`src/hw/cart_pkg.sv`:
```
// Cartridge header encodings; a size code of 14 or more gives a mask of all ones in 24 bits
`default_nettype none

package cart_pkg;

	// ==========================================================================
	// Menu settings
	// ==========================================================================

	// ROM header option, same order as the menu entries
	typedef enum logic [2:0] {
		hdr_auto,
		hdr_no_header,
		hdr_lorom,
		hdr_hirom,
		hdr_exhirom
	} header_mode_t;

	// Power-on contents of work RAM
	typedef enum logic [1:0] {
		wram_snes2_9966,
		wram_snes1_00ff,
		wram_fill_55,
		wram_fill_ff
	} wram_init_t;

	typedef enum logic [1:0] {
		region_auto,
		region_ntsc,
		region_pal
	} region_sel_t;

	// ==========================================================================
	// Header fields and derived masks
	// ==========================================================================
	typedef logic [7:0]  mapper_t;
	typedef logic [23:0] mem_mask_t;
	typedef logic [3:0]  size_code_t;

	// Copier header in front of the image
	localparam int unsigned copier_offset = 512;

	// Info block word holding the ROM size byte in its upper half
	localparam logic [23:0] info_lorom   = 24'h007FD6;
	localparam logic [23:0] info_hirom   = 24'h00FFD6;
	localparam logic [23:0] info_exhirom = 24'h40FFD6;
	localparam int unsigned ram_size_step = 2;

	// 4 MB when nothing better is known
	localparam size_code_t default_rom_size = 4'hC;
	localparam int unsigned mask_base = 1024;

endpackage

`default_nettype wire

```
`src/hw/host_pkg.sv`:
```
// Host side widths; ioctl addresses are byte addresses that step by two per 16-bit word
`default_nettype none

package host_pkg;

	// ==========================================================================
	// Download stream
	// ==========================================================================
	typedef logic [24:0] ioctl_addr_t;
	typedef logic [15:0] ioctl_word_t;

	// Index of the cheat file download, everything else is a cartridge
	localparam logic [7:0] code_index = 8'hFF;

	// Cheat record, top to bottom
	//   127:96 flags
	//   95:64  address
	//   63:32  compare
	//   31:0   replace
	typedef logic [127:0] cheat_code_t;

	// ==========================================================================
	// Backup RAM sectors and RAM fill
	// ==========================================================================
	typedef logic [31:0] sector_t;

	// 512 bytes per sector
	localparam int unsigned sector_shift = 9;

	// 128 KB of work RAM
	localparam int unsigned fill_addr_bits = 17;
	typedef logic [fill_addr_bits-1:0] fill_addr_t;

endpackage

`default_nettype wire

```
`src/hw/backup_sector_seq.sv`:
```
// Requests made while a transfer runs are dropped; sd_ack must rise and fall once per sector
`timescale 1ns/1ps
`default_nettype none

module backup_sector_seq (
	input  wire                      clk_sys,
	input  wire                      reset,
	input  wire                      cart_download,
	input  wire                      img_mounted,
	input  wire                      img_readonly,
	input  wire                      img_size_nz,
	input  wire cart_pkg::mem_mask_t ram_mask,
	input  wire                      bk_load_req,
	input  wire                      bk_save_req,
	input  wire                      autosave_en,
	input  wire                      osd_status,
	input  wire                      bsram_write,
	input  wire                      sd_ack,
	output host_pkg::sector_t        sd_lba,
	output logic                     sd_rd,
	output logic                     sd_wr,
	output logic                     bk_busy,
	output logic                     bk_loading,
	output logic                     bk_pending
);

	typedef enum logic [1:0] {
		idle,
		request,
		wait_ack_fall
	} seq_state_t;

	seq_state_t        state;
	logic              bk_ena;
	logic              download_d;
	logic              load_d;
	logic              save_d;
	logic              save_lvl;
	logic              load_rise;
	logic              save_rise;
	logic              download_end;
	logic              start;
	logic              start_load;
	logic              sector_done;
	logic              last_done;
	host_pkg::sector_t last_sector;

	// ==========================================================================
	// Request detection
	// ==========================================================================

	// Autosave once the menu opens with unsaved writes
	assign save_lvl = bk_save_req || (bk_pending && osd_status && autosave_en);
	assign load_rise = bk_load_req && !load_d;
	assign save_rise = save_lvl && !save_d;
	assign download_end = download_d && !cart_download;

	// Load wins when both show up together
	assign start_load = bk_ena && (load_rise || (download_end && img_size_nz));
	assign start = (state == idle) && (start_load || (bk_ena && save_rise));

	always_ff @(posedge clk_sys) begin
		if (reset) begin
			download_d <= 1'b0;
			load_d <= 1'b0;
			save_d <= 1'b0;
			bk_ena <= 1'b0;
			bk_pending <= 1'b0;
		end else begin
			download_d <= cart_download;
			load_d <= bk_load_req;
			save_d <= save_lvl;
			// Save file gets mounted while the ROM is still loading
			if (cart_download && !download_d)
				bk_ena <= 1'b0;
			else if (cart_download && img_mounted && !img_readonly)
				bk_ena <= (ram_mask != '0);
			if (start)
				bk_pending <= 1'b0;
			else if (bsram_write && !osd_status)
				bk_pending <= 1'b1;
		end
	end

	// ==========================================================================
	// Sector stepping
	// ==========================================================================
	assign last_sector = host_pkg::sector_t'(ram_mask >> host_pkg::sector_shift);
	assign sector_done = (state == wait_ack_fall) && !sd_ack;
	assign last_done = sector_done && (sd_lba >= last_sector);
	assign bk_busy = (state != idle);

	always_ff @(posedge clk_sys) begin
		if (start)
			sd_lba <= '0;
		else if (sector_done && !last_done)
			sd_lba <= sd_lba + 1'b1;
	end

	always_ff @(posedge clk_sys) begin
		if (reset) begin
			state <= idle;
			sd_rd <= 1'b0;
			sd_wr <= 1'b0;
			bk_loading <= 1'b0;
		end else begin
			case (state)
				idle: begin
					if (start) begin
						state <= request;
						sd_rd <= start_load;
						sd_wr <= !start_load;
						bk_loading <= start_load;
					end
				end
				request: begin
					// Host took the sector
					if (sd_ack) begin
						sd_rd <= 1'b0;
						sd_wr <= 1'b0;
						state <= wait_ack_fall;
					end
				end
				wait_ack_fall: begin
					if (last_done) begin
						state <= idle;
						bk_loading <= 1'b0;
					end else if (sector_done) begin
						sd_rd <= bk_loading;
						sd_wr <= !bk_loading;
						state <= request;
					end
				end
				default: state <= idle;
			endcase
		end
	end

	// Host side sees one direction per transfer
	assert property (@(posedge clk_sys) disable iff (reset) !(sd_rd && sd_wr))
		else $error("sd_rd and sd_wr both high");

endmodule

`default_nettype wire

```
`src/hw/cheat_code_loader.sv`:
```
// Records are 16 bytes long; only even offsets carry data and offset 14 closes a record
`timescale 1ns/1ps
`default_nettype none

module cheat_code_loader (
	input  wire                        clk_sys,
	input  wire                        reset,
	input  wire                        code_download,
	input  wire                        ioctl_wr,
	input  wire host_pkg::ioctl_addr_t ioctl_addr,
	input  wire host_pkg::ioctl_word_t ioctl_dout,
	output host_pkg::cheat_code_t      gg_code,
	output logic                       gg_valid
);

	logic code_wr;

	assign code_wr = code_download && ioctl_wr;

	// Slot per word, low half of each field first
	always_ff @(posedge clk_sys) begin
		if (code_wr) begin
			case (ioctl_addr[3:0])
				4'd0:  gg_code[111:96]  <= ioctl_dout;
				4'd2:  gg_code[127:112] <= ioctl_dout;
				4'd4:  gg_code[79:64]   <= ioctl_dout;
				4'd6:  gg_code[95:80]   <= ioctl_dout;
				4'd8:  gg_code[47:32]   <= ioctl_dout;
				4'd10: gg_code[63:48]   <= ioctl_dout;
				4'd12: gg_code[15:0]    <= ioctl_dout;
				4'd14: gg_code[31:16]   <= ioctl_dout;
				default: ;
			endcase
		end
	end

	// Last word of the record, hand it to the core
	always_ff @(posedge clk_sys) begin
		if (reset)
			gg_valid <= 1'b0;
		else
			gg_valid <= code_wr && ioctl_addr[3:0] == 4'd14;
	end

	// The host spaces its writes, so each record strobes once
	assert property (@(posedge clk_sys) disable iff (reset) gg_valid |=> !gg_valid)
		else $error("gg_valid held for two cycles");

endmodule

`default_nettype wire

```
`src/hw/rom_header_detect.sv`:
```
// Header words count only while cart_download is high; forced modes expect the copier header
`timescale 1ns/1ps
`default_nettype none

module rom_header_detect (
	input  wire                        clk_sys,
	input  wire                        reset,
	input  wire                        cart_download,
	input  wire                        ioctl_wr,
	input  wire host_pkg::ioctl_addr_t ioctl_addr,
	input  wire host_pkg::ioctl_word_t ioctl_dout,
	input  wire cart_pkg::header_mode_t header_mode,
	input  wire cart_pkg::region_sel_t region_sel,
	output cart_pkg::mapper_t          rom_type,
	output cart_pkg::mem_mask_t        rom_mask,
	output cart_pkg::mem_mask_t        ram_mask,
	output logic                       pal
);

	cart_pkg::size_code_t  rom_size;
	cart_pkg::size_code_t  ram_size;
	cart_pkg::size_code_t  rom_size_nx;
	cart_pkg::size_code_t  ram_size_nx;
	cart_pkg::mapper_t     type_nx;
	logic [23:0]           info_base;
	logic                  has_info;
	host_pkg::ioctl_addr_t rom_size_addr;
	host_pkg::ioctl_addr_t ram_size_addr;
	logic                  header_wr;
	logic                  rom_region;

	function automatic cart_pkg::mem_mask_t size_to_mask(input cart_pkg::size_code_t code);
		return (cart_pkg::mem_mask_t'(cart_pkg::mask_base) << code) - 1'b1;
	endfunction

	assign header_wr = cart_download && ioctl_wr;

	// Info block location for the forced layouts
	always_comb begin
		has_info = 1'b1;
		case (header_mode)
			cart_pkg::hdr_lorom:   info_base = cart_pkg::info_lorom;
			cart_pkg::hdr_hirom:   info_base = cart_pkg::info_hirom;
			cart_pkg::hdr_exhirom: info_base = cart_pkg::info_exhirom;
			default: begin
				info_base = '0;
				has_info = 1'b0;
			end
		endcase
	end

	assign rom_size_addr = host_pkg::ioctl_addr_t'(info_base + cart_pkg::copier_offset);
	assign ram_size_addr = host_pkg::ioctl_addr_t'(rom_size_addr + cart_pkg::ram_size_step);

	// Next header values, so the masks follow on the same edge
	always_comb begin
		rom_size_nx = rom_size;
		ram_size_nx = ram_size;
		type_nx = rom_type;
		if (header_wr && ioctl_addr == '0) begin
			rom_size_nx = cart_pkg::default_rom_size;
			ram_size_nx = '0;
			// Copier header word, low byte holds both size codes
			if (header_mode == cart_pkg::hdr_auto && ioctl_dout[7:0] != 8'h00) begin
				rom_size_nx = ioctl_dout[3:0];
				ram_size_nx = ioctl_dout[7:4];
			end
			case (header_mode)
				cart_pkg::hdr_no_header, cart_pkg::hdr_lorom: type_nx = 8'd0;
				cart_pkg::hdr_hirom:   type_nx = 8'd1;
				cart_pkg::hdr_exhirom: type_nx = 8'd2;
				default:               type_nx = ioctl_dout[15:8];
			endcase
		end
		if (header_wr && has_info) begin
			if (ioctl_addr == rom_size_addr)
				rom_size_nx = ioctl_dout[11:8];
			if (ioctl_addr == ram_size_addr)
				ram_size_nx = ioctl_dout[3:0];
		end
	end

	always_ff @(posedge clk_sys) begin
		if (reset) begin
			rom_size <= cart_pkg::default_rom_size;
			ram_size <= '0;
			rom_type <= '0;
			rom_mask <= size_to_mask(cart_pkg::default_rom_size);
			ram_mask <= '0;
			rom_region <= 1'b0;
			pal <= 1'b0;
		end else begin
			rom_size <= rom_size_nx;
			ram_size <= ram_size_nx;
			rom_type <= type_nx;
			rom_mask <= size_to_mask(rom_size_nx);
			ram_mask <= (ram_size_nx != '0) ? size_to_mask(ram_size_nx) : '0;
			if (header_wr && ioctl_addr == host_pkg::ioctl_addr_t'(2))
				rom_region <= ioctl_dout[8];
			// Region only switches outside of a load
			if (!cart_download)
				pal <= (region_sel == cart_pkg::region_auto) ? rom_region :
					(region_sel == cart_pkg::region_pal);
		end
	end

	// Core address decode relies on a usable ROM mask at all times
	assert property (@(posedge clk_sys) disable iff (reset) rom_mask != '0)
		else $error("rom_mask is zero");

endmodule

`default_nettype wire

```
`src/hw/snes_cart_ctrl.sv`:
```
// Only the load control is here; RAM arrays, SDRAM and the sector data path stay outside
`timescale 1ns/1ps
`default_nettype none

module snes_cart_ctrl (
	input  wire                         clk_sys,
	input  wire                         reset,
	input  wire                         ioctl_download,
	input  wire [7:0]                   ioctl_index,
	input  wire host_pkg::ioctl_addr_t  ioctl_addr,
	input  wire host_pkg::ioctl_word_t  ioctl_dout,
	input  wire                         ioctl_wr,
	input  wire cart_pkg::header_mode_t header_mode,
	input  wire cart_pkg::region_sel_t  region_sel,
	input  wire cart_pkg::wram_init_t   wram_init,
	input  wire                         img_mounted,
	input  wire                         img_readonly,
	input  wire                         img_size_nz,
	input  wire                         sd_ack,
	input  wire                         bk_load_req,
	input  wire                         bk_save_req,
	input  wire                         autosave_en,
	input  wire                         osd_status,
	input  wire                         bsram_write,
	output wire cart_pkg::mapper_t      rom_type,
	output wire cart_pkg::mem_mask_t    rom_mask,
	output wire cart_pkg::mem_mask_t    ram_mask,
	output wire                         pal,
	output wire host_pkg::cheat_code_t  gg_code,
	output wire                         gg_valid,
	output wire                         clearing,
	output wire host_pkg::fill_addr_t   fill_addr,
	output wire [7:0]                   fill_data,
	output wire                         fill_wren,
	output wire host_pkg::sector_t      sd_lba,
	output wire                         sd_rd,
	output wire                         sd_wr,
	output wire                         bk_busy,
	output wire                         bk_loading,
	output wire                         bk_pending,
	output wire                         core_hold
);

	logic code_download;
	logic cart_download;

	// Cheat files come on their own index
	assign code_download = ioctl_download && ioctl_index == host_pkg::code_index;
	assign cart_download = ioctl_download && ioctl_index != host_pkg::code_index;

	// Core stays in reset through load, clear and backup restore
	assign core_hold = cart_download || clearing || bk_loading;

	rom_header_detect header0 (
		.clk_sys(clk_sys),
		.reset(reset),
		.cart_download(cart_download),
		.ioctl_wr(ioctl_wr),
		.ioctl_addr(ioctl_addr),
		.ioctl_dout(ioctl_dout),
		.header_mode(header_mode),
		.region_sel(region_sel),
		.rom_type(rom_type),
		.rom_mask(rom_mask),
		.ram_mask(ram_mask),
		.pal(pal)
	);

	cheat_code_loader cheat0 (
		.clk_sys(clk_sys),
		.reset(reset),
		.code_download(code_download),
		.ioctl_wr(ioctl_wr),
		.ioctl_addr(ioctl_addr),
		.ioctl_dout(ioctl_dout),
		.gg_code(gg_code),
		.gg_valid(gg_valid)
	);

	wram_clear_fill fill0 (
		.clk_sys(clk_sys),
		.reset(reset),
		.cart_download(cart_download),
		.wram_init(wram_init),
		.clearing(clearing),
		.fill_addr(fill_addr),
		.fill_data(fill_data),
		.fill_wren(fill_wren)
	);

	backup_sector_seq backup0 (
		.clk_sys(clk_sys),
		.reset(reset),
		.cart_download(cart_download),
		.img_mounted(img_mounted),
		.img_readonly(img_readonly),
		.img_size_nz(img_size_nz),
		.ram_mask(ram_mask),
		.bk_load_req(bk_load_req),
		.bk_save_req(bk_save_req),
		.autosave_en(autosave_en),
		.osd_status(osd_status),
		.bsram_write(bsram_write),
		.sd_ack(sd_ack),
		.sd_lba(sd_lba),
		.sd_rd(sd_rd),
		.sd_wr(sd_wr),
		.bk_busy(bk_busy),
		.bk_loading(bk_loading),
		.bk_pending(bk_pending)
	);

endmodule

`default_nettype wire

```
`src/hw/wram_clear_fill.sv`:
```
// One full sweep per rising edge of cart_download; the RAM itself lives outside
`timescale 1ns/1ps
`default_nettype none

module wram_clear_fill (
	input  wire                     clk_sys,
	input  wire                     reset,
	input  wire                     cart_download,
	input  wire cart_pkg::wram_init_t wram_init,
	output logic                    clearing,
	output host_pkg::fill_addr_t    fill_addr,
	output logic [7:0]              fill_data,
	output logic                    fill_wren
);

	logic download_d;

	always_ff @(posedge clk_sys) begin
		if (reset) begin
			download_d <= 1'b0;
			clearing <= 1'b0;
			fill_addr <= '0;
		end else begin
			download_d <= cart_download;
			if (cart_download && !download_d)
				clearing <= 1'b1;
			else if (&fill_addr)
				clearing <= 1'b0;
			// Wraps back to zero on the last address
			if (clearing)
				fill_addr <= fill_addr + 1'b1;
			else
				fill_addr <= '0;
		end
	end

	assign fill_wren = clearing;

	// Patterns seen on real consoles at power on
	always_comb begin
		case (wram_init)
			cart_pkg::wram_snes2_9966: fill_data = (fill_addr[8] ^ fill_addr[2]) ? 8'h66 : 8'h99;
			cart_pkg::wram_snes1_00ff: fill_data = (fill_addr[9] ^ fill_addr[0]) ? 8'hFF : 8'h00;
			cart_pkg::wram_fill_55:    fill_data = 8'h55;
			default:                   fill_data = 8'hFF;
		endcase
	end

	// No stray writes into work RAM once the core runs
	assert property (@(posedge clk_sys) disable iff (reset) !clearing |-> !fill_wren)
		else $error("fill_wren outside of a clear");

endmodule

`default_nettype wire

```
`config.mk`:
```
export PLATFORM = sky130hd
export DESIGN_NAME = snes_cart_ctrl
export DESIGN_NICKNAME = d
export VERILOG_FILES = /design/src/hw/cart_pkg.sv /design/src/hw/host_pkg.sv /design/src/hw/backup_sector_seq.sv /design/src/hw/cheat_code_loader.sv /design/src/hw/rom_header_detect.sv /design/src/hw/snes_cart_ctrl.sv /design/src/hw/wram_clear_fill.sv
export SDC_FILE = /design/constraint.sdc
export NUM_CORES = 1
export LEC_CHECK = 0
export CORE_ASPECT_RATIO = 1.75
export CORE_MARGIN = 3
export CORE_UTILIZATION = 63
export DETAILED_ROUTE_END_ITERATION = 12
export DONT_BUFFER_PORTS = 1
export PLACE_DENSITY_LB_ADDON = 0.3
export SETUP_SLACK_MARGIN = 0.3
export SYNTH_ARGS = -nofsm -noshare
export SYNTH_HDL_FRONTEND = slang
export SYNTH_HIERARCHICAL = 1
export SYNTH_SLANG_ARGS = --single-unit
export TNS_END_PERCENT = 20
```
`constraint.sdc`:
```
create_clock -name clk_sys -period 4.3 [get_ports clk_sys]
set_clock_uncertainty 0.1 [all_clocks]
set_input_delay 0.43 -clock clk_sys [delete_from_list [all_inputs] [get_ports clk_sys]]
set_output_delay 0.43 -clock clk_sys [all_outputs]
set_load 0.005 [all_outputs]
```
== Yosys cells after proc, flatten, opt, wreduce, memory -nomap -nowiden ==
Cells that the tools add are included.

* Add/sub/neg operators: 6
* $lt $le $gt $ge: 1
* Eq/ne operators: 27
* Shifts and indexed selects: 2
* Mux-type cells: 33
* Bitwise operators: 4
* Reduce and logical (&&, ||, !) cells: 71

{| class="wikitable"
|+ Operators by type and width
! kind !! count
|-
| $pmux W23 S3 || 1
|-
| $eq A25 B25 Y1 || 2
|-
| $pmux W8 S3 || 2
|-
| $shl A11 B4 Y24 const A || 2
|-
| $sub A24 B1 Y24 const B || 2
|-
| $add A32 B1 Y32 const B || 1
|-
| $ge A32 B15 Y1 || 1
|-
| $mux W4 || 8
|-
| $add A25 B2 Y25 const B || 1
|-
| $eq A25 B2 Y1 const B || 1
|-
| $logic_and A1 B1 Y1 || 25
|-
| $logic_not A25 Y1 || 1
|-
| $add A23 B10 Y24 const B || 1
|-
| $reduce_bool A24 Y1 || 1
|-
| $add A17 B1 Y17 const B || 1
|-
| $reduce_and A17 Y1 || 1
|-
| $eq A4 B4 Y1 const B || 4
|-
| $mux W8 || 2
|-
| $reduce_and A2 Y1 || 8
|-
| $mux W1 || 12
|-
| $logic_not A1 Y1 || 10
|-
| $reduce_or A2 Y1 || 5
|-
| $eq A4 B3 Y1 const B || 2
|-
| $eq A8 B8 Y1 const B || 1
|-
| 27 further kinds || 49
|}

* Bits in registers: 255
* Input port bits: 69
* Word-level logic and storage cells: 172

== Logic depth before layout (Yosys ltp) ==
Gate-level depths: netlist of run 1.

* Depth after elaboration: 11
* Depth in mapped cells: 16
* Depth with buffers taken out: 14

== Cells and area by module ==
The synthesis of run 1 kept the hierarchy.

{| class="wikitable"
|+ Modules (own cells, without submodules)
! module !! times used !! cells each !! area an instance (sq um) !! sequential area each (sq um)
|-
| cheat_code_loader || 1 || 143 || 3978.8 || 3863.7
|-
| rom_header_detect || 1 || 301 || 2575.0 || 940.9
|-
| backup_sector_seq || 1 || 260 || 2280.9 || 840.8
|-
| wram_clear_fill || 1 || 112 || 980.9 || 380.4
|-
| snes_cart_ctrl || 1 || 8 || 38.8 || 0.0
|}

== Worst setup path before layout of run 1 ==
No wires, ideal clock.

* Path kind: in2reg
* Start: input port ioctl_index[2]
* End: register header0.rom_mask[14]
* Arrival: 3482 ps
* Required time: 4142 ps
* Setup slack: 660 ps
* Cell stages on the path: 14
* Path buffers: 0
* Cell sequence: nand4_1 > o21ai_1 > inv_1 > nor4b_4 > nand4_1 > nor3_4 > mux2_2 > mux2_2 > nor2_4 > nand3_1 > ha_1 > or4_1 > a21oi_1 > a211o_1

* Cells in the longest elaborated chain, start to end: 9

{| class="wikitable"
|+ Ends and longest elaborated chain
! what !! line !! text
|-
| from (decl) || snes_cart_ctrl.sv:9 || <nowiki>input wire [7:0] ioctl_index,</nowiki>
|-
| $ne A8 B8 Y1 (*) || snes_cart_ctrl.sv:49 || <nowiki>assign cart_download = ioctl_download && ioctl_index != host_pkg::code_index;</nowiki>
|-
| $logic_and A1 B1 Y1 (*) || snes_cart_ctrl.sv:49 ||
|-
| net cart_download || snes_cart_ctrl.sv:45 || <nowiki>logic cart_download;</nowiki>
|-
| $logic_and A1 B1 Y1 (*) || rom_header_detect.sv:36 || <nowiki>assign header_wr = cart_download && ioctl_wr;</nowiki>
|-
| $logic_and A1 B1 Y1 || rom_header_detect.sv:60 || <nowiki>if (header_wr && ioctl_addr == '0) begin</nowiki>
|-
| $mux W4 || rom_header_detect.sv:60 ||
|-
| $mux W4 || rom_header_detect.sv:76 || <nowiki>if (ioctl_addr == rom_size_addr)</nowiki>
|-
| $mux W4 (*) || rom_header_detect.sv:75 || <nowiki>if (header_wr && has_info) begin</nowiki>
|-
| $shl A11 B4 Y24 (*) || rom_header_detect.sv:33 || <nowiki>return (cart_pkg::mem_mask_t'(cart_pkg::mask_base) << code) - 1'b1;</nowiki>
|-
| $sub A24 B1 Y24 (*) || rom_header_detect.sv:33 ||
|-
| to (signal assigned) || rom_header_detect.sv:88 || <nowiki>rom_mask <= size_to_mask(cart_pkg::default_rom_size);</nowiki>
|-
| to (signal assigned) || rom_header_detect.sv:96 || <nowiki>rom_mask <= size_to_mask(rom_size_nx);</nowiki>
|-
| to (decl) || rom_header_detect.sv:15 || <nowiki>output cart_pkg::mem_mask_t rom_mask,</nowiki>
|}

The timed path passes the listed nets; every way through them passes the cells marked *.
A chain may end at the register's enable or synchronous reset.

== Final worst setup path of run 1 ==
* Start: input port ioctl_index[2]
* End: register header0.ram_mask[22]

* Cells in the longest elaborated chain, start to end: 10

{| class="wikitable"
|+ Ends and longest elaborated chain
! what !! line !! text
|-
| $ne A8 B8 Y1 (*) || snes_cart_ctrl.sv:49 ||
|-
| $logic_and A1 B1 Y1 (*) || snes_cart_ctrl.sv:49 ||
|-
| net cart_download || snes_cart_ctrl.sv:45 ||
|-
| $logic_and A1 B1 Y1 (*) || rom_header_detect.sv:36 ||
|-
| $logic_and A1 B1 Y1 || rom_header_detect.sv:60 ||
|-
| $mux W4 || rom_header_detect.sv:60 ||
|-
| $mux W4 || rom_header_detect.sv:78 || <nowiki>if (ioctl_addr == ram_size_addr)</nowiki>
|-
| $mux W4 (*) || rom_header_detect.sv:75 ||
|-
| branches (longest 3 deep; another with $sub A24 B1 Y24) || - ||
|-
| to (signal assigned) || rom_header_detect.sv:97 || <nowiki>ram_mask <= (ram_size_nx != '0) ? size_to_mask(ram_size_nx) : '0;</nowiki>
|-
| to (decl) || rom_header_detect.sv:16 || <nowiki>output cart_pkg::mem_mask_t ram_mask,</nowiki>
|}

Mark *: on every way through the listed nets, which the timed path passes.

==> reports/metrics.yaml, run 1 <==
cts:
  clkSinkCount: 237
  cts_tree: "built"
  clk_latency_ns: 0.49
  root_buffer: "clkbuf_16"
  cts-buffers-inserted: 20
  clk_pin_slew_ns: 0.07
  cts_buffer_depth: 3
  ctsResizeCount: 0
  htree_num_levels: 1
final_layout:
  layout-drive-gt1-share: 0.103
  final_cells: 1038
  layout_common_cells: "edfxtp_1, dfxtp_1, nand2_1"
  final_common_cell: "edfxtp_1"
  nets: 936
  fillCellCount: 1030
  final_area_um2: 10800
  fin_util: 0.712
  antenna_cells: 0
  final-seq-area_um2: 6030
  synthToLayoutAreaGrowth_pct: 9.31
  multi_input_area_um2: 3420
global_route:
  grt_pass1_wl_um: 35300
  grt_pass1_vias: 6498
  antenna_found_initial: 0
  grt_overflow: 0
  grt_max_degree: 51
  grt_use_total: 0.260
critical_path:
  cp.arrival_ns: 3.90
  worstSetupPathType: "in2reg"
  slowest_delay_ns: 0.55
  cp_max_fo: 14
  required_ns: 4.62
  crit_path_start_kind: "input port"
  crit_chain: "nand4_1 > o21ai_1 > inv_1 > nor4b_4 > nand4_1 > nor3_4 > buf_4 > mux2_1 > mux2i_1 > buf_4 > nor4b_2 > inv_1 > ha_1 > or4_1 > a21oi_1"
  critPathTopFamily: "simple AND/OR/NAND/NOR gates"
  crit_buf_inv: 4
  cpMaxStageDelayCell: "or4_1"
  crit_path_end_kind: "flop"
logic_synthesis:
  yosysSeqAreaShare: 0.611
  synth.distinct_cells: 78
  synth_cells: 824
  syn-cell-area_um2: 9850
  synth-edff-count: 128
  synth-main-ff-cell: "edfxtp_1"
  synth.avg_cell_area_um2: 12.0
  synthArstFlopShare: 0
  ys_ff_latch: 237
  yosysWarnings: 6
sta:
  fmax_ghz: 0.279
  fin_crit_ns: 3.58
  whs_ns: 0.0366
  tns_ns: 0
  min_period_over_period: 0.832
  hold_violations: 0
  maxSlewHeadroom: 0.352
  setup_slack_ns: 0.721
  setup_viol: 0
  rsz0062_at_grt: "no"
  slew_viol_final: 0
  tightest_slew_ns: 0.971
floorplanning:
  core_um2: 15100
  start_util: 0.651
  chipWidth_um: 101
  fp.dieH_um: 171
  dieArea_um2: 17200
  io_pins: 320
  row_count: 59
placed_design:
  gp_congestion: 0.927
  placed_cells: 983
  port-buffer-count: 0
  dpl.hpwl_um: 16800
  placed_area_um2: 9940
  post-place-ws_ns: 0.262
route:
  drt-total-wl_um: 23300
  via_per_inst: 6.43
  ant_nets: 0
  firstDrtPassIters: 7
  dr_total_vias: 6675
  first_iter_violations: 479
  route.detailed.drc: 0
  wl_per_cell_um: 22.4
power_and_ir_drop:
  net-switching-power_mw: 0.822
  pwr-share-comb: 0.023
  p_int_mw: 3.40
  peakVddDrop_mv: 0.348
  clkPwrFrac: 0.410
  swShare: 0.195
  total_power_mw: 4.22
  p_per_area_nw_per_um2: 392
  pwr-share-seq: 0.567
  power_leakage_nw: 3.74
status:
  status: "complete, no violations"
worst_hold_path:
  hp-class: "in2reg"
job:
  max-cap-violations: 0
final cells by class:
class,instances,share of cell area
Sequential cell,237,0.559
Multi-Input combinational cell,507,0.318
Clock buffer,27,0.0518
Timing Repair Buffer,33,0.0283
Tap cell,183,0.0213
Inverter,42,0.0146
Clock inverter,9,0.00662
Yosys cell counts (4+ instances only):
master | instances | share of area
edfxtp_1 | 128 | 0.39
dfxtp_1 | 109 | 0.22
nand2_1 | 62 | 0.024
nor2_1 | 50 | 0.019
a21oi_1 | 45 | 0.023
inv_1 | 42 | 0.016
buf_4 | 28 | 0.021
ha_1 | 26 | 0.033
and2_1 | 25 | 0.016
o21ai_0 | 23 | 0.012
nand3_1 | 21 | 0.011
nor3_1 | 20 | 0.010
nor4_1 | 20 | 0.013
mux2i_1 | 19 | 0.019
nand2b_1 | 18 | 0.011
clkbuf_1 | 15 | 0.0057
nand4_1 | 14 | 0.0089
or4_1 | 14 | 0.011
nor2b_1 | 10 | 0.0063
o31ai_1 | 10 | 0.0076
a31oi_1 | 8 | 0.0051
or3_1 | 8 | 0.0051
mux2_2 | 7 | 0.0080
o21bai_1 | 5 | 0.0038
xor2_1 | 5 | 0.0044
a211oi_1 | 4 | 0.0030
nand3b_1 | 4 | 0.0030
nand4b_1 | 4 | 0.0036
o211ai_1 | 4 | 0.0030
state kept, by name (all words and copies together) (netlist names), 2 cells and up:
name and cells:
fill0/fill_addr 17, cheat0/gg_code 128, header0/rom_mask 14, header0/ram_mask 15, backup0/sd_lba 32, header0/rom_type 8, header0/rom_size 4, header0/ram_size 4
backup0/state 2
power groups by stage:
stage | Clock [mW] | Sequential, mW | Combinational (mW)
global route | 1.83 | 2.39 | 0.108
finish | 1.73 | 2.39 | 0.0979
global placement | 0 | 2.44 | 0.0552
detailed placement | 0 | 2.45 | 0.0576
floorplan | 0 | 2.44 | 0.0675
CTS | 1.75 | 2.39 | 0.0968
timing repair:
item,in CTS,in global routing
hold buffers,19,0
buffers inserted,0,0
hold endpoints to repair,180,0
worst register-to-register path: stages (launching register included):
cell,delay [ns]
dfxtp_1,0.31
buf_4,0.25
ha_1,0.27
nand2b_1,0.14
a2111oi_0,0.51
or4b_4,0.27
nand3_2,0.41
or4_1,0.65
a21oi_1,0.17
path summary, 6_finish.rpt:
check	from	end	slack, ns	depth (start not counted)
max reg2reg	header0/ram_mask[9]	backup0/sd_lba[9]	1.15	8
min reg2reg	fill0/download_d	fill0/clearing	0.38	2
min	bk_save_req	backup0/save_d	0.04	2
max	ioctl_index[2]	header0/ram_mask[22]	0.72	15
kinds of logic (layout without fill, tap and decap cells):
kind of cell	after synthesis	in the layout	synth area share
and+or+nand+nor	306	306	0.186
DFF	237	237	0.611
AOI/OAI and AO/OA	126	126	0.0800
buffers and inverters	89	111	0.0457
muxes	31	31	0.0359
adders and majority gates	26	26	0.0330
xor gates and xnor gates	8	8	0.00711
other	1	10	0.000381
per-layer routing:
layer / up-vias / routed length [µm] / track usage
met5: - / 0 / 0
met4: 0 / 732 / 0.0897
met3: 66 / 2270 / 0.0783
met2: 377 / 13000 / 0.507
met1: 3214 / 7290 / 0.254
li1: 3018 / - / -
(Power assumes the default switching activity.)
==> run 2, diff against run 1 <==
--- a/config.mk
+++ b/config.mk
@@ -5,9 +5,10 @@
 export SDC_FILE = /design/constraint.sdc
 export NUM_CORES = 1
 export LEC_CHECK = 0
+export ABC_AREA = 1
 export CORE_ASPECT_RATIO = 1.75
 export CORE_MARGIN = 3
-export CORE_UTILIZATION = 63
+export CORE_UTILIZATION = 57
 export DETAILED_ROUTE_END_ITERATION = 12
 export DONT_BUFFER_PORTS = 1
 export PLACE_DENSITY_LB_ADDON = 0.3
==> constraint.sdc (replaced) <==
create_clock -name clk_sys -period 2.9 [get_ports clk_sys]
set_clock_uncertainty 0.1 [all_clocks]
set_input_delay 0.29 -clock clk_sys [delete_from_list [all_inputs] [get_ports clk_sys]]
set_output_delay 0.29 -clock clk_sys [all_outputs]
set_load 0.005 [all_outputs]
==> run 2 against run 1 <==
Against the previous run: total power increased by 69%; utilization is 6.0 points lower; clock power rose by 50%; combinational power grew to 6.9 times the previous value; flip-flop and latch count stayed put; area after synthesis rose by 3.6%; non-clock buffer count up 20; via count up 13%; die area increased by 14%; critical path type unchanged; critical endpoint unchanged; highest routed layer unchanged.
==> reports/metrics.yaml, run 2 <==
logic_synthesis:
  synth.avg_cell_area_um2: 9.40  # -21%
  synth.most_common_cell: "nand2_1"
  synth_area_leaders: "edfxtp_1, dfxtp_1, nand2_1"
  synth-edff-count: 128  # unchanged
  synthArstFlopShare: 0  # unchanged
  yosys.area.top_type: "edfxtp_1"
  yosysWarnings: 6  # unchanged
  synth_top_area_share: 0.377  # -0.0135
  syn-cell-area_um2: 10200  # +3.6%
  yosysSeqAreaShare: 0.590  # -0.0212
  synth_cells: 1086  # +32%
  synth-main-ff-cell: "edfxtp_1"
  synth.distinct_cells: 48  # -38%
  synth_common_cells: "nand2_1, nor2_1, edfxtp_1"
  ys_ff_latch: 237  # unchanged
power_and_ir_drop:
  peakVddDrop_mv: 0.471  # +35%
  p_per_area_nw_per_um2: 626  # +60%
  total_power_mw: 7.15  # +69%
  power_leakage_nw: 4.51  # +21%
placed_design:
  placed_area_um2: 10400  # +4.7%
  dpl.hpwl_um: 18800  # +12%
  post-place-ws_ns: -0.00858  # -0.270 ns
  placed_cells: 1307  # +33%
  gp_congestion: 0.863  # -6.9%
  port-buffer-count: 0  # unchanged
sta:
  setup_slack_ns: 0.553  # -0.169 ns
  fin_crit_ns: 2.35
  maxSlewHeadroom: 0.637  # +0.285
  setup_viol: 0  # unchanged
  hold_violations: 0  # unchanged
  min_period_over_period: 0.809
  whs_ns: 0.0280  # -0.00858 ns
  slew_viol_final: 0  # unchanged
  fmax_ghz: 0.426
  tns_ns: 0  # unchanged
  rsz0062_at_grt: "no"
  tightest_slew_ns: 0.543  # -0.429 ns
floorplanning:
  fp.dieH_um: 183  # +6.8%
  core_um2: 17500  # +16%
  chipWidth_um: 107  # +6.6%
  start_util: 0.582  # -0.0691
  io_pins: 320  # unchanged
  dieArea_um2: 19600  # +14%
  row_count: 64  # +8.5%
critical_path:
  cp.arrival_ns: 2.64  # -1.26 ns
  rr_endpoint: "backup0/sd_lba[0]"
  required_ns: 3.19  # -1.43 ns
  worstSetupPathType: "in2reg"
  reg2reg_slack_ns: 0.77  # -0.38 ns
  endpoint: "header0/ram_mask[22]"
  crit_path_start_kind: "input port"
  r2r_start: "header0/ram_mask[22]"
  crit_path_end_kind: "flop"
  cp_max_fo: 8  # -6
  rr_worst_depth: 12  # +4
  crit_start: "header_mode[1]"
final_layout:
  antenna_cells: 0  # unchanged
  synthToLayoutAreaGrowth_pct: 11.9
  final_common_cell: "nand2_1"
  layout_common_cells: "nand2_1, nor2_1, edfxtp_1"
  top_register: "cheat0/gg_code"
  largest_register_ffs: 128  # unchanged
  fin_util: 0.652  # -0.0602
  final_area_um2: 11400  # +6.1%
  fillCellCount: 1365  # +33%
  largestRegisters: "cheat0/gg_code x128, backup0/sd_lba x32, fill0/fill_addr x17"
  layout-drive-gt1-share: 0.112  # +0.00867
  nets: 1229  # +31%
  final_cells: 1378  # +33%
route:
  drt-total-wl_um: 26700  # +15%
  wl_per_cell_um: 19.4  # -14%
  via_per_inst: 5.47  # -15%
  firstDrtPassIters: 5  # -2
  route.detailed.drc: 0  # unchanged
  dr_total_vias: 7533  # +13%
  ant_nets: 0  # unchanged
  first_iter_violations: 389  # -19%
worst_hold_path:
  hp-class: "in2reg"
status:
  status: "complete, no violations"
global_route:
  grt_pass1_vias: 7508  # +16%
  grt_overflow: 0  # unchanged
  antenna_found_initial: 0  # unchanged
  grt_use_total: 0.268  # +0.00804
  grt_pass1_wl_um: 40900  # +16%
  grt_max_degree: 30  # -41%
cts:
  cts-buffers-inserted: 21  # +5.0%
  clk_latency_ns: 0.50  # about the same
  root_buffer: "clkbuf_16"
  cts_buffer_depth: 3  # unchanged
  htree_num_levels: 1  # unchanged
  cts_tree: "built"
  clkSinkCount: 237  # unchanged
  clk_pin_slew_ns: 0.06  # about the same
job:
  max-cap-violations: 0  # unchanged
run 2: changes by cell type in the layout (fill, tap and decap cells not counted), moves of 15 or more:
cell	previous run	this run
nand3_1	21	80
nor2_1	47	156
nand2b_1	18	0
nand2_2	0	17
inv_2	0	19
inv_1	42	122
and2_1	25	0
mux2i_1	19	1
dlygate4sd3_1	18	33
nand2_1	62	204
run 2: layout make-up:
cell class,count,area [µm²],share of cell area
inverter,143,542,0.0474
tap,231,289,0.0253
clock inverter,10,75.1,0.00657
timing repair buffer,53,493,0.0431
multi-input combinational,678,3450,0.302
sequential,237,6030,0.527
clock buffer,26,554,0.0485
run 2: metal layers:
| layer | track usage | part of all wire | vias to the layer above |
|---|---|---|---|
| li1 | - | - | 3615 |
| met1 | 0.281 | 0.34 | 3496 |
| met2 | 0.512 | 0.54 | 353 |
| met3 | 0.0574 | 0.080 | 69 |
| met4 | 0.104 | 0.040 | 0 |
| met5 | 0 | 0 | - |
run 2: report_power, final:
group	switching (mW)	internal [mW]	leakage [nW]
registers	0.189	3.70	2.04
clock network	1.22	1.38	0.302
logic	0.422	0.250	2.18
run 2: worst min path at each step:
stage | startpoint | end | slack, ns | depth (start not counted)
4_1_cts | ioctl_dout[11] | header0/rom_mask[13] | 0.005 | 4
5_1_grt | ioctl_dout[4] | header0/ram_size[0] | 0.04 | 4
2_1_floorplan | reset | cheat0/gg_valid | 0.26 | 1
6_report | reset | header0/rom_mask[11] | 0.03 | 2
3_5_place_dp | reset | backup0/save_d | 0.27 | 1
3_3_place_gp | reset | backup0/save_d | 0.26 | 1
run 2: cell families (layout without fill, tap and decap cells):
logic type               Yosys count  after routing  synth area share
AO/OA/AOI/OAI                     87             87            0.0467
AND/OR/NAND/NOR                  539            539             0.237
other                              1             10          0.000367
multiplexers                       1              1          0.000981
adder cells (fa/ha/maj)           26             26            0.0319
buffers and inverters            180            232            0.0800
flip-flops                       237            237             0.590
XOR/XNOR                          15             15            0.0129
run 2: critical path: stages:
cell	delay (ns)
dlygate4sd3_1	0.54
nand3_2	0.11
nand2_1	0.10
nand2_1	0.05
nand2_1	0.05
nand2_1	0.06
nor2_1	0.11
nand2_2	0.10
inv_2	0.09
nand2_1	0.10
nand2_4	0.13
nand2_1	0.11
nor2_4	0.16
inv_1	0.07
ha_2	0.23
nand3_1	0.15
o21ai_1	0.09
inv_1	0.05
nor2_1	0.03
run 2: timing repair:
action / in CTS / in global routing
resized for setup: 0 / 6
setup endpoints to repair: 0 / 11
setup buffers: 0 / 1
hold buffers: 34 / 0
endpoints found under the hold margin: 197 / 0
==> run 3, diff against run 2 <==
--- a/config.mk
+++ b/config.mk
@@ -5,7 +5,7 @@
 export SDC_FILE = /design/constraint.sdc
 export NUM_CORES = 1
 export LEC_CHECK = 0
-export ABC_AREA = 1
+export ABC_AREA = 0
 export CORE_ASPECT_RATIO = 1.75
 export CORE_MARGIN = 3
 export CORE_UTILIZATION = 57
==> constraint.sdc (replaced) <==
create_clock -name clk_sys -period 2.05 [get_ports clk_sys]
set_clock_uncertainty 0.1 [all_clocks]
set_input_delay 0.205 -clock clk_sys [delete_from_list [all_inputs] [get_ports clk_sys]]
set_output_delay 0.205 -clock clk_sys [all_outputs]
set_load 0.005 [all_outputs]
==> run 3 against run 2 <==
Against the previous run: the run now ends with negative hold slack, negative setup slack left; global-route usage rose by 1.6 points; via count rose by 0.45%; setup slack got worse by 1.2 ns; first-iteration DRC count fell by 4.1%; critical path depth fell by 3; largest power group unchanged; highest routed layer unchanged.
==> reports/metrics.yaml, run 3 (synthesis gave the netlist of run 1 again) <==
worst_hold_path:
  hp-class: "in2reg"
  min_to: "header0/rom_mask[13]"
  min_path_cells: 3  # +1
  min_from: "ioctl_dout[10]"
critical_path:
  cp_max_fo: 4  # -4
  rr_worst_depth: 8  # -4
  required_ns: 2.39  # -0.80 ns
  crit_path_end_kind: "flop"
  slowest_delay_ns: 0.41  # -0.13 ns
  crit_path_start_kind: "input port"
  critPathTopFamily: "simple AND/OR/NAND/NOR gates"
  r2r_start: "header0/ram_mask[23]"
  reg2reg_slack_ns: -0.34  # -1.11 ns
  crit_chain: "nand4_1 > o21ai_2 > inv_2 > nor4b_4 > buf_4 > buf_4 > nand3_1 > nor4_2 > mux2_4 > mux2_4 > nor2_2 > nand2_2 > ha_4 > or4_4 > a21oi_2 > a211o_1"
  cp.arrival_ns: 2.99  # +0.35 ns
  rr_endpoint: "backup0/sd_lba[14]"
  worstSetupPathType: "in2reg"
  cpMaxStageDelayCell: "or4_4"
  crit_buf_inv: 3  # -1
floorplanning:
  io_pins: 320  # unchanged
  dieArea_um2: 19000  # -3.3%
  row_count: 63  # -1.6%
  fp.dieH_um: 180  # -1.7%
  start_util: 0.581  # -0.000651
  chipWidth_um: 105  # -1.7%
  core_um2: 16900  # -3.4%
placed_design:
  gp_congestion: 0.905  # +4.9%
  placed_cells: 1142  # -13%
  port-buffer-count: 0  # unchanged
  dpl.hpwl_um: 19400  # +2.8%
final_layout:
  largestRegisters: "cheat0/gg_code x128, backup0/sd_lba x32, fill0/fill_addr x17"
  fillCellCount: 961  # -30%
  final-seq-area_um2: 6050  # +0.35%
  antenna_cells: 0  # unchanged
  multi_input_area_um2: 4100  # +19%
  synthToLayoutAreaGrowth_pct: 33.4
  layout-drive-gt1-share: 0.343  # +0.232
  top_register: "cheat0/gg_code"
  nets: 1106  # -10%
  largest_register_ffs: 128  # unchanged
  final_cells: 1252  # -9.1%
  final_common_cell: "edfxtp_1"
  layout_common_cells: "edfxtp_1, buf_4, dfxtp_1"
cts:
  cts_buffer_depth: 3  # unchanged
  root_buffer: "clkbuf_16"
  clkSinkCount: 237  # unchanged
  cts_tree: "built"
  htree_num_levels: 1  # unchanged
  clk_latency_ns: 0.49  # about the same
  clk_pin_slew_ns: 0.07  # about the same
  cts_hold_buf: 36  # +5.9%
  cts-buffers-inserted: 21  # unchanged
sta:
  fin_crit_ns: 2.65
  rsz0062_at_grt: "yes"
  slew_viol_final: 0  # unchanged
  setup_slack_ns: -0.597  # -1.15 ns
  hold_violations: 3  # +3
  tns_ns: -34.54  # -34.54 ns
  setup_viol: 167  # +167
  min_period_over_period: 1.29
  fmax_ghz: 0.378
  whs_ns: -0.0959  # -0.124 ns
route:
  first_iter_violations: 373  # -4.1%
  ant_nets: 0  # unchanged
  route.detailed.drc: 0  # unchanged
  wl_per_cell_um: 23.2  # +20%
  drt-total-wl_um: 29100  # +9.0%
  firstDrtPassIters: 4  # -1
  dr_total_vias: 7567  # +0.45%
  via_per_inst: 6.04  # +11%
power_and_ir_drop:
  p_per_area_nw_per_um2: 694  # +11%
  peakVddDrop_mv: 0.745  # +58%
  power_leakage_nw: 4.85  # +7.4%
status:
  status: "complete, but fails checks"
  failed_checks: "negative hold slack, negative setup slack"
global_route:
  grt_max_degree: 55  # +83%
  grt_overflow: 0  # unchanged
  grt_use_total: 0.284  # +0.0160
  grt_pass1_vias: 7803  # +3.9%
  grt_pass1_wl_um: 42600  # +4.2%
  antenna_found_initial: 0  # unchanged
job:
  max-cap-violations: 0  # unchanged
## run 3: area by class of cell
type                            count  share of cell area
Clock buffer                       25              0.0411
Clock inverter                     12             0.00790
Inverter                           42              0.0120
Multi-Input combinational cell    508               0.312
Sequential cell                   237               0.460
Tap cell                          227              0.0216
Timing Repair Buffer              201               0.145
## run 3: how the worst max path moves through the flow
stage | start | to | cells after the start
detailed placement | ioctl_index[5] | header0/rom_mask[14] | 15
global placement | ioctl_index[5] | header0/rom_mask[14] | 15
global route | ioctl_index[7] | header0/rom_mask[14] | 16
finish | ioctl_index[7] | header0/rom_mask[14] | 16
floorplan | ioctl_index[5] | header0/rom_mask[14] | 14
CTS | ioctl_index[5] | header0/rom_mask[14] | 15
## run 3: per-layer routing
metal | global-route usage | vias up | routed length, µm | share of wire
li1 | - | 3364 | - | -
met1 | 0.280 | 3704 | 9140 | 0.31
met2 | 0.549 | 401 | 16300 | 0.56
met3 | 0.0733 | 98 | 2350 | 0.081
met4 | 0.115 | 0 | 1290 | 0.044
met5 | 0 | - | 0 | 0
## run 3: timing repair
item	CTS	global route
hold endpoints to repair	225	3
pin swaps	44	37
gates cloned	1	1
setup endpoints to repair	67	198
gates resized for setup	78	82
buffers inserted	20	15
## run 3: power breakdown
group	internal, mW	total [mW]	leakage [nW]	switching, mW
clock network	2.04	3.77	0.311	1.73
registers	5.00	5.02	2.04	0.0115
logic	0.155	0.336	2.50	0.181
total	7.20	9.12	4.85	1.92
## run 3: worst reg2reg max path, stage by stage, from the launching register on
cell	delay [ns]
dfxtp_2	0.34
inv_2	0.05
ha_4	0.15
or4_4	0.44
nor4_4	0.27
buf_4	0.19
nand3_4	0.16
or4_4	0.52
a21oi_2	0.13
## run 3: per-stage QoR
stage          worst slack [ns]  power (mW)   util  cell area, µm²  hold slack, ns
2_1_floorplan             -1.17        5.27      -           10100           0.175
5_1_grt                  -0.756        9.41  0.776           13100         -0.0936
3_3_place_gp              -1.11        5.27  0.657           11100           0.184
6_report                 -0.597        9.12  0.776           13100         -0.0959
4_1_cts                  -0.548        9.13  0.745           12600         0.00162
3_5_place_dp              -1.19        5.28  0.657           11100           0.187
